<file path="src/verilog/bru_pkg.sv">
/*
 * Shared widths, op codes and stage payloads of the branch resolution unit.
 * Physical register and ROB index widths are fixed here, so every user of the
 * structs must agree on them. Bit 3 of an op code marks a conditional branch.
 */
package bru_pkg;

    localparam int XLEN            = 32;
    localparam int LOG_PR_COUNT    = 7;
    localparam int LOG_ROB_ENTRIES = 7;

    typedef enum logic [3:0] {
        BRU_JALR  = 4'b0000,
        BRU_JAL   = 4'b0001,
        BRU_AUIPC = 4'b0100,
        BRU_BEQ   = 4'b1000,
        BRU_BNE   = 4'b1001,
        BRU_BLT   = 4'b1100,
        BRU_BGE   = 4'b1101,
        BRU_BLTU  = 4'b1110,
        BRU_BGEU  = 4'b1111
    } bru_op_e;

    // Same op word seen as an op code or as branch condition fields
    typedef union packed {
        bru_op_e code;
        struct packed {
            logic is_branch;
            logic is_less;
            logic is_unsigned;
            logic invert;
        } br;
    } bru_op_u;

    // ------------------------------------------------------------------------
    // Stage payloads

    typedef struct packed {
        bru_op_u                    op;
        logic [XLEN-1:0]            pc;
        logic [XLEN-1:0]            pred_next_pc;
        logic [XLEN-1:0]            imm;
        logic                       a_unneeded;
        logic                       b_unneeded;
        logic [LOG_PR_COUNT-1:0]    dest_pr;
        logic [LOG_ROB_ENTRIES-1:0] rob_index;
    } bru_issue_t;

    typedef struct packed {
        bru_op_u                    op;
        logic [XLEN-1:0]            pc;
        logic [XLEN-1:0]            pred_next_pc;
        logic [XLEN-1:0]            imm;
        logic [XLEN-1:0]            a;
        logic [XLEN-1:0]            b;
        logic [LOG_PR_COUNT-1:0]    dest_pr;
        logic [LOG_ROB_ENTRIES-1:0] rob_index;
    } bru_ex_t;

    typedef struct packed {
        logic [XLEN-1:0]            data;
        logic [LOG_PR_COUNT-1:0]    pr;
        logic [LOG_ROB_ENTRIES-1:0] rob_index;
    } bru_wb_t;

    typedef struct packed {
        logic                       mispredict;
        logic [LOG_ROB_ENTRIES-1:0] rob_index;
        logic [XLEN-1:0]            pc;
        logic                       taken;
    } bru_restart_t;

endpackage

</file>
<file path="src/verilog/bru_operand_collect.sv">
/*
 * Operand collection stage. Holds one issued op until both sources are present.
 * An operand is taken from read_data at the op's bank and the acked port in the
 * cycle of its ack, or from the saved copy after that. Bank indices must be
 * below NUM_BANKS whenever an ack arrives.
 */
`timescale 1ns/100ps

module bru_operand_collect #(
    parameter int  NUM_BANKS = 4,
    localparam int BANK_W    = (NUM_BANKS > 1) ? $clog2(NUM_BANKS) : 1
) (
    input  logic                                       CLK,
    input  logic                                       nRST,
    input  logic                                       issue_valid,
    input  bru_pkg::bru_issue_t                        issue,
    input  logic [BANK_W-1:0]                          issue_a_bank,
    input  logic [BANK_W-1:0]                          issue_b_bank,
    input  logic                                       a_read_ack,
    input  logic                                       a_read_port,
    input  logic                                       b_read_ack,
    input  logic                                       b_read_port,
    input  logic [NUM_BANKS-1:0][1:0][bru_pkg::XLEN-1:0] read_data,
    input  logic                                       ex_hold,
    output logic                                       issue_ready,
    output logic                                       launch_valid,
    output bru_pkg::bru_ex_t                           launch
);
    import bru_pkg::*;

    logic              oc_valid;
    bru_issue_t        oc_op;
    logic [BANK_W-1:0] a_bank;
    logic [BANK_W-1:0] b_bank;
    logic              a_saved;
    logic              b_saved;
    logic [XLEN-1:0]   a_saved_data;
    logic [XLEN-1:0]   b_saved_data;
    logic [XLEN-1:0]   a_value;
    logic [XLEN-1:0]   b_value;
    logic              a_present;
    logic              b_present;
    logic              accept;

    assign accept = issue_valid & issue_ready;

    // ------------------------------------------------------------------------
    // Entry state

    always_ff @(posedge CLK or negedge nRST) begin
        if (!nRST) begin
            oc_valid <= 1'b0;
            a_saved  <= 1'b0;
            b_saved  <= 1'b0;
        end else if (accept) begin
            oc_valid <= 1'b1;
            a_saved  <= 1'b0;
            b_saved  <= 1'b0;
        end else if (launch_valid) begin
            oc_valid <= 1'b0;
        end else begin
            // Remember operands that arrived while the other is still missing
            a_saved <= a_saved | (oc_valid & a_read_ack);
            b_saved <= b_saved | (oc_valid & b_read_ack);
        end
    end

    // Saved copies follow the selected value, so they latch the bus on the ack
    always_ff @(posedge CLK) begin
        if (accept) begin
            oc_op  <= issue;
            a_bank <= issue_a_bank;
            b_bank <= issue_b_bank;
        end
        a_saved_data <= a_value;
        b_saved_data <= b_value;
    end

    // ------------------------------------------------------------------------
    // Operand select and launch

    assign a_value = a_saved ? a_saved_data : read_data[a_bank][a_read_port];
    assign b_value = b_saved ? b_saved_data : read_data[b_bank][b_read_port];

    assign a_present = oc_op.a_unneeded | a_saved | a_read_ack;
    assign b_present = oc_op.b_unneeded | b_saved | b_read_ack;

    assign launch_valid = oc_valid & ~ex_hold & a_present & b_present;
    assign issue_ready  = ~oc_valid | launch_valid;

    always_comb begin
        launch.op           = oc_op.op;
        launch.pc           = oc_op.pc;
        launch.pred_next_pc = oc_op.pred_next_pc;
        launch.imm          = oc_op.imm;
        launch.a            = a_value;
        launch.b            = b_value;
        launch.dest_pr      = oc_op.dest_pr;
        launch.rob_index    = oc_op.rob_index;
    end

    // Bank index is set at issue, the ack comes later from the PRF
    a_bank_in_range: assert property (@(posedge CLK) disable iff (!nRST)
        (oc_valid && a_read_ack && !a_saved && !oc_op.a_unneeded) |-> (a_bank < NUM_BANKS));

    b_bank_in_range: assert property (@(posedge CLK) disable iff (!nRST)
        (oc_valid && b_read_ack && !b_saved && !oc_op.b_unneeded) |-> (b_bank < NUM_BANKS));

endmodule

</file>
<file path="src/verilog/bru_execute.sv">
/*
 * Execute stage. One cycle from launch to the next writeback and restart values.
 * The EX register freezes while the result register is held. Branch conditions
 * come from the op field view; jumps and AUIPC are decoded by op code.
 */
`timescale 1ns/100ps

module bru_execute (
    input  logic                  CLK,
    input  logic                  nRST,
    input  logic                  launch_valid,
    input  bru_pkg::bru_ex_t      launch,
    input  logic                  wb_hold,
    output logic                  ex_hold,
    output logic                  next_wb_valid,
    output bru_pkg::bru_wb_t      next_wb,
    output logic                  next_restart_valid,
    output bru_pkg::bru_restart_t next_restart
);
    import bru_pkg::*;

    logic            ex_valid;
    bru_ex_t         ex_q;
    logic [XLEN-1:0] pc_plus_4;
    logic [XLEN-1:0] pc_plus_imm;
    logic [XLEN-1:0] a_plus_imm;
    logic            a_eq_b;
    logic            a_lt_b;
    logic            br_taken;
    logic [XLEN-1:0] wb_data;
    logic [XLEN-1:0] restart_pc;
    logic            restart_taken;

    assign ex_hold = ex_valid & wb_hold;

    // ------------------------------------------------------------------------
    // EX register

    always_ff @(posedge CLK or negedge nRST) begin
        if (!nRST) begin
            ex_valid <= 1'b0;
        end else if (!ex_hold) begin
            ex_valid <= launch_valid;
        end
    end

    always_ff @(posedge CLK) begin
        if (!ex_hold) begin
            ex_q <= launch;
        end
    end

    // ------------------------------------------------------------------------
    // Targets and branch condition

    assign pc_plus_4   = ex_q.pc + XLEN'(4);
    assign pc_plus_imm = ex_q.pc + ex_q.imm;
    assign a_plus_imm  = ex_q.a + ex_q.imm;

    assign a_eq_b = (ex_q.a == ex_q.b);
    assign a_lt_b = ex_q.op.br.is_unsigned ? (ex_q.a < ex_q.b)
                                           : ($signed(ex_q.a) < $signed(ex_q.b));

    // BNE, BGE and BGEU are the inverted forms of BEQ, BLT and BLTU
    assign br_taken = (ex_q.op.br.is_less ? a_lt_b : a_eq_b) ^ ex_q.op.br.invert;

    always_comb begin
        next_wb_valid      = 1'b0;
        next_restart_valid = 1'b0;
        wb_data            = pc_plus_4;
        restart_pc         = pc_plus_imm;
        restart_taken      = 1'b1;
        case (ex_q.op.code)
            BRU_JALR: begin
                next_wb_valid      = ex_valid;
                next_restart_valid = ex_valid;
                restart_pc         = a_plus_imm;
            end
            BRU_JAL: begin
                next_wb_valid      = ex_valid;
                next_restart_valid = ex_valid;
            end
            BRU_AUIPC: begin
                next_wb_valid = ex_valid;
                wb_data       = pc_plus_imm;
            end
            BRU_BEQ, BRU_BNE, BRU_BLT, BRU_BGE, BRU_BLTU, BRU_BGEU: begin
                next_restart_valid = ex_valid;
                restart_taken      = br_taken;
                restart_pc         = br_taken ? pc_plus_imm : pc_plus_4;
            end
            default: begin
                // Unknown op retires silently
                next_wb_valid      = 1'b0;
                next_restart_valid = 1'b0;
            end
        endcase
    end

    assign next_wb = '{data: wb_data, pr: ex_q.dest_pr, rob_index: ex_q.rob_index};

    assign next_restart = '{mispredict: (ex_q.pred_next_pc != restart_pc),
                            rob_index:  ex_q.rob_index,
                            pc:         restart_pc,
                            taken:      restart_taken};

    unknown_op_quiet: assert property (@(posedge CLK) disable iff (!nRST)
        (ex_valid && !(ex_q.op.code inside {BRU_JALR, BRU_JAL, BRU_AUIPC, BRU_BEQ, BRU_BNE,
                                            BRU_BLT, BRU_BGE, BRU_BLTU, BRU_BGEU}))
        |-> !(next_wb_valid || next_restart_valid));

endmodule

</file>
<file path="src/verilog/bru_result_reg.sv">
/*
 * Writeback and restart output register. Both outputs freeze together while a
 * writeback waits on wb_ready, so a held restart request repeats and the ROB
 * must tolerate the duplicates.
 */
`timescale 1ns/100ps

module bru_result_reg (
    input  logic                  CLK,
    input  logic                  nRST,
    input  logic                  next_wb_valid,
    input  bru_pkg::bru_wb_t      next_wb,
    input  logic                  next_restart_valid,
    input  bru_pkg::bru_restart_t next_restart,
    input  logic                  wb_ready,
    output logic                  wb_hold,
    output logic                  wb_valid,
    output bru_pkg::bru_wb_t      wb,
    output logic                  restart_valid,
    output bru_pkg::bru_restart_t restart
);

    // PRF back-pressure
    assign wb_hold = wb_valid & ~wb_ready;

    always_ff @(posedge CLK or negedge nRST) begin
        if (!nRST) begin
            wb_valid      <= 1'b0;
            restart_valid <= 1'b0;
        end else if (!wb_hold) begin
            wb_valid      <= next_wb_valid;
            restart_valid <= next_restart_valid;
        end
    end

    always_ff @(posedge CLK) begin
        if (!wb_hold) begin
            wb      <= next_wb;
            restart <= next_restart;
        end
    end

    // A held result must reach the PRF and ROB unchanged
    held_result_stable: assert property (@(posedge CLK) disable iff (!nRST)
        wb_hold |=> (wb_valid && $stable(wb) && $stable(restart) && $stable(restart_valid)));

endmodule

</file>
<file path="src/verilog/bru_pipeline.sv">
/*
 * Branch resolution unit, three stages: operand collection, execute and the
 * writeback/restart register. Results leave in issue order, at least two edges
 * after the op is accepted. NUM_BANKS sets the PRF bank count.
 */
`timescale 1ns/100ps

module bru_pipeline #(
    parameter int  NUM_BANKS = 4,
    localparam int BANK_W    = (NUM_BANKS > 1) ? $clog2(NUM_BANKS) : 1
) (
    input  logic                                       CLK,
    input  logic                                       nRST,
    input  logic                                       issue_valid,
    input  bru_pkg::bru_issue_t                        issue,
    input  logic [BANK_W-1:0]                          issue_a_bank,
    input  logic [BANK_W-1:0]                          issue_b_bank,
    output logic                                       issue_ready,
    input  logic                                       a_read_ack,
    input  logic                                       a_read_port,
    input  logic                                       b_read_ack,
    input  logic                                       b_read_port,
    input  logic [NUM_BANKS-1:0][1:0][bru_pkg::XLEN-1:0] read_data,
    output logic                                       wb_valid,
    output bru_pkg::bru_wb_t                           wb,
    input  logic                                       wb_ready,
    output logic                                       restart_valid,
    output bru_pkg::bru_restart_t                      restart
);
    import bru_pkg::*;

    logic         launch_valid;
    bru_ex_t      launch;
    logic         ex_hold;
    logic         wb_hold;
    logic         next_wb_valid;
    bru_wb_t      next_wb;
    logic         next_restart_valid;
    bru_restart_t next_restart;

    bru_operand_collect #(
        .NUM_BANKS(NUM_BANKS)
    ) u_oc (
        .CLK          (CLK),
        .nRST         (nRST),
        .issue_valid  (issue_valid),
        .issue        (issue),
        .issue_a_bank (issue_a_bank),
        .issue_b_bank (issue_b_bank),
        .a_read_ack   (a_read_ack),
        .a_read_port  (a_read_port),
        .b_read_ack   (b_read_ack),
        .b_read_port  (b_read_port),
        .read_data    (read_data),
        .ex_hold      (ex_hold),
        .issue_ready  (issue_ready),
        .launch_valid (launch_valid),
        .launch       (launch)
    );

    bru_execute u_ex (
        .CLK                (CLK),
        .nRST               (nRST),
        .launch_valid       (launch_valid),
        .launch             (launch),
        .wb_hold            (wb_hold),
        .ex_hold            (ex_hold),
        .next_wb_valid      (next_wb_valid),
        .next_wb            (next_wb),
        .next_restart_valid (next_restart_valid),
        .next_restart       (next_restart)
    );

    bru_result_reg u_wb (
        .CLK                (CLK),
        .nRST               (nRST),
        .next_wb_valid      (next_wb_valid),
        .next_wb            (next_wb),
        .next_restart_valid (next_restart_valid),
        .next_restart       (next_restart),
        .wb_ready           (wb_ready),
        .wb_hold            (wb_hold),
        .wb_valid           (wb_valid),
        .wb                 (wb),
        .restart_valid      (restart_valid),
        .restart            (restart)
    );

endmodule

</file>
<file path="config.mk">
export PLATFORM = sky130hd
export DESIGN_NAME = bru_pipeline
export DESIGN_NICKNAME = d
export VERILOG_FILES = /design/src/verilog/bru_pkg.sv /design/src/verilog/bru_operand_collect.sv /design/src/verilog/bru_execute.sv /design/src/verilog/bru_result_reg.sv /design/src/verilog/bru_pipeline.sv
export SDC_FILE = /design/constraint.sdc
export NUM_CORES = 1
export LEC_CHECK = 0
export ABC_AREA = 1
export BUFFER_PORTS_ARGS = -buffer_cell sky130_fd_sc_hd__buf_4
export CORE_UTILIZATION = 45
export DETAILED_ROUTE_END_ITERATION = 6
export MAX_ROUTING_LAYER = met4
export PLACE_DENSITY = 0.69
export SLEW_MARGIN = 15
export SYNTH_ARGS = -nofsm -noshare
export SYNTH_HDL_FRONTEND = slang
export SYNTH_SLANG_ARGS = --single-unit
</file>
<file path="constraint.sdc">
create_clock -name CLK -period 11.5 [get_ports CLK]
set_clock_uncertainty 0.1 [all_clocks]
set_input_delay 2.3 -clock CLK [delete_from_list [all_inputs] [get_ports CLK]]
set_output_delay 2.3 -clock CLK [all_outputs]
set_load 0.1 [all_outputs]
</file>
==> results.json <==
{
  "status": "complete, no violations",
  "dp_hpwl_microns": 69200,
  "cts_max_level": 2,
  "avgSynthCellArea_sq_um": 8.78,
  "period_share_pct": 56.5,
  "synthArstFlopShare_pct": 1.34,
  "synth_top_cells_by_count": "nand2_1 (580), edfxtp_1 (378), o21ai_0 (349)",
  "wire_per_inst_microns": 21.8,
  "dp_slack_ps": 5000,
  "cpMaxStageDelayCell": "nand2_4",
  "gp_congestion": 0.997,
  "yosysMostFrequentCell": "nand2_1",
  "overflow": 0,
  "endpoint_kind": "primary output",
  "worstRegToRegCells": 22,
  "yosys-top-cells-area": "edfxtp_1 (45%), nand2_1 (8.6%), o21ai_0 (6.9%)",
  "fin_cells": 4056,
  "port_buffers": 473,
  "synthCells": 2869,
  "cts-resized-gates": 0,
  "rows": 86,
  "power.total_uw": 7990,
  "cp-start-kind": "primary input",
  "final.setup.worst_slack_ps": 5010,
  "top_level_ports": 474,
  "tritoncts": "done",
  "drc": 0,
  "drive_gt1_share_pct": 19.3,
  "hold_violations": 0,
  "die_w_microns": 239,
  "p_per_area_nw_per_um2": 260,
  "core_sq_um": 55200,
  "vdd_ir_drop_max_v": 0.000234,
  "synth_top_area_share_pct": 45.0,
  "clk_latency_ps": 580,
  "clock.fmax_mhz": 154,
  "drv_cap": 0,
  "synth_top_area_cell": "edfxtp_1",
  "timing.setup.tns_ps": 0,
  "drtPass1Iterations": 6,
  "initial_core_util_pct": 45.7,
  "clockBufferDepth": 3,
  "synth-edff-count": 378,
  "grt_pass1_wl_microns": 132000,
  "grt_pass1_vias": 21700,
  "path_cells": "buf_4 -> nor2_1 -> nand2_4 -> nand2_1 -> nor3_1 -> inv_1 -> nand2_1 -> buf_4",
  "ys_types": 57,
  "required_ps": 9100,
  "nNetsFinal": 3749,
  "drt_iter0_drc": 2148,
  "synth_area_sq_um": 25200,
  "antenna_found_initial": 6,
  "grt_max_degree": 257,
  "critPathMaxFanout": 59,
  "rsz0062_at_grt": "false",
  "critical_path_class": "in -> out",
  "setup_viol": 0,
  "cts_hold_buf": 0,
  "clock-sinks": 448,
  "slew_headroom_pct": 27.1,
  "ant_nets": 0,
  "numCtsBuffers": 44,
  "hold_depth": 0,
  "syn2layout_area_growth_pct": 22.0,
  "slew_violations": 0,
  "hp-class": "reg -> reg",
  "critPathMaxStageDelay_ps": 550,
  "die_y_microns": 239,
  "cp_top_family": "simple AND/OR/NAND/NOR gates",
  "grt_usage_pct": 31.7,
  "synth_nets": 3350,
  "arrival_ps": 4090,
  "vias_per_cell": 5.57,
  "cts_root_buf": "clkbuf_16",
  "clkTransAtPathRegs_ps": 60,
  "cts_setup_buffers": 0,
  "tightest_slew_ps": 1090,
  "dr_total_vias": 22600,
  "synth-seq-area-share_pct": 50.7,
  "ys_seq_elements": 448,
  "wl_microns": 88600,
  "power.leakage_uw": 0.0136,
  "yosysWarnings": 0,
  "path_buf_inv": 3,
  "post-place-cells": 3970,
  "dieArea_sq_um": 56900,
  "cp.depth": 8,
  "synth-main-ff-cell": "edfxtp_1",
  "period_needed_ps": 6490
}
-- sequential cells by signal (all words and copies together) (netlist names) --
register / count
u_wb.wb_valid: 1
u_ex.next_restart: 7
u_ex.ex_q: 164
u_wb.restart_valid: 1
u_oc.oc_op: 2
u_oc.b_saved_data: 32
u_ex.ex_valid: 1
u_oc.a_saved_data: 32
u_wb.wb: 46
u_oc.b_bank: 2
u_ex.next_wb: 7
u_wb.restart: 34
u_oc.oc_valid: 1
u_oc.a_bank: 2
u_oc.launch: 114
u_oc.b_saved: 1
u_oc.a_saved: 1
-- cells in the final DEF, fill, tap and decap left out, drive strengths merged, types with 12 or more instances in the layout --
master  count
buf       490
clkinv     12
xor2       36
nand3b     13
nor3       24
ha         95
o21ai     353
inv       318
xnor2      18
nor2      136
nand2     594
dfxtp      64
a21o       12
o22ai      45
edfxtp    378
clkbuf     62
o211ai     40
nand3     187
nand4      45
a21oi     320
-- layer usage --
metal | part of all wire [%] | vias to the layer above | global-route usage, %
met3 | 6.6 | 110 | 3.76
li1 | - | 10800 | -
met1 | 45 | 10700 | 43.9
met4 | 2.2 | 0 | 7.63
met2 | 46 | 970 | 49.6
met5 | 0 | - | -
-- area by class of cell --
class	instances	area, sq um
repair buffers	490	3700
flip-flops and latches	448	12800
clock buffers	62	1210
inverters	317	1190
diodes	6	15.0
multi-input cells	1967	10700
fillers	4913	24500
clock inverters	18	233
well taps	748	936
-- final timing paths --
kind                       slack, ps                        from                          to
max                             5010                    wb_ready                 issue_ready
min                              310  u_oc.launch[158]$_DFFE_PP_    u_ex.ex_q[158]$_DFFE_PN_
max reg2reg                     7240     u_ex.ex_q[75]$_DFFE_PN_  u_wb.restart[40]$_DFFE_PN_
min reg2reg                      310  u_oc.launch[158]$_DFFE_PP_    u_ex.ex_q[158]$_DFFE_PN_
max in group asynchronous       9750                        nRST    u_oc.b_saved$_DFFE_PN0P_
min in group asynchronous       1420                        nRST    u_oc.a_saved$_DFFE_PN0P_
-- cell families (layout without fill, tap and decap cells) --
logic type / after synthesis / count (layout) / share of synthesized area (%)
AND/OR/NAND/NOR: 1020 / 1020 / 18.6
AO/OA/AOI/OAI: 793 / 793 / 16.8
buffers and inverters: 454 / 887 / 7.04
flip-flops: 448 / 448 / 50.7
adder cells (fa/ha/maj): 97 / 97 / 4.88
XOR/XNOR: 54 / 54 / 1.88
multiplexers: 3 / 3 / 0.119
other: 0 / 6 / 0
-- per-stage QoR --
step	area (sq um)	utilization, %	hold slack [ps]
final	30700	55.7	314
after CTS	30700	55.6	310
after floorplan	25200	-	300
after detailed placement	29300	53.0	305
after global placement	29300	53.0	301
after global routing	30700	55.7	319
-- worst reg2reg max path, stage by stage (launching register included) --
cell and delay (ps):
edfxtp_1 420, ha_1 310, a21oi_1 340, nor2_1 80
nor2_1 90, nand2_1 50, a21oi_1 310, nand3_1 120
nand2_1 100, nand2_2 90, nand2_4 100, nand2_4 60
nand2_2 190, nand3_4 420, or2_1 410, nand3_2 80
nand2_1 60, nand2_1 50, nand2_1 40, nor2_1 180
nand2_1 180, nor2_1 160, nand2_1 60
-- power breakdown --
part	internal [uW]	switching [uW]
clock	848	599
combinational	1040	2760
sequential	2410	328
Power figures use the tool's default switching activity.
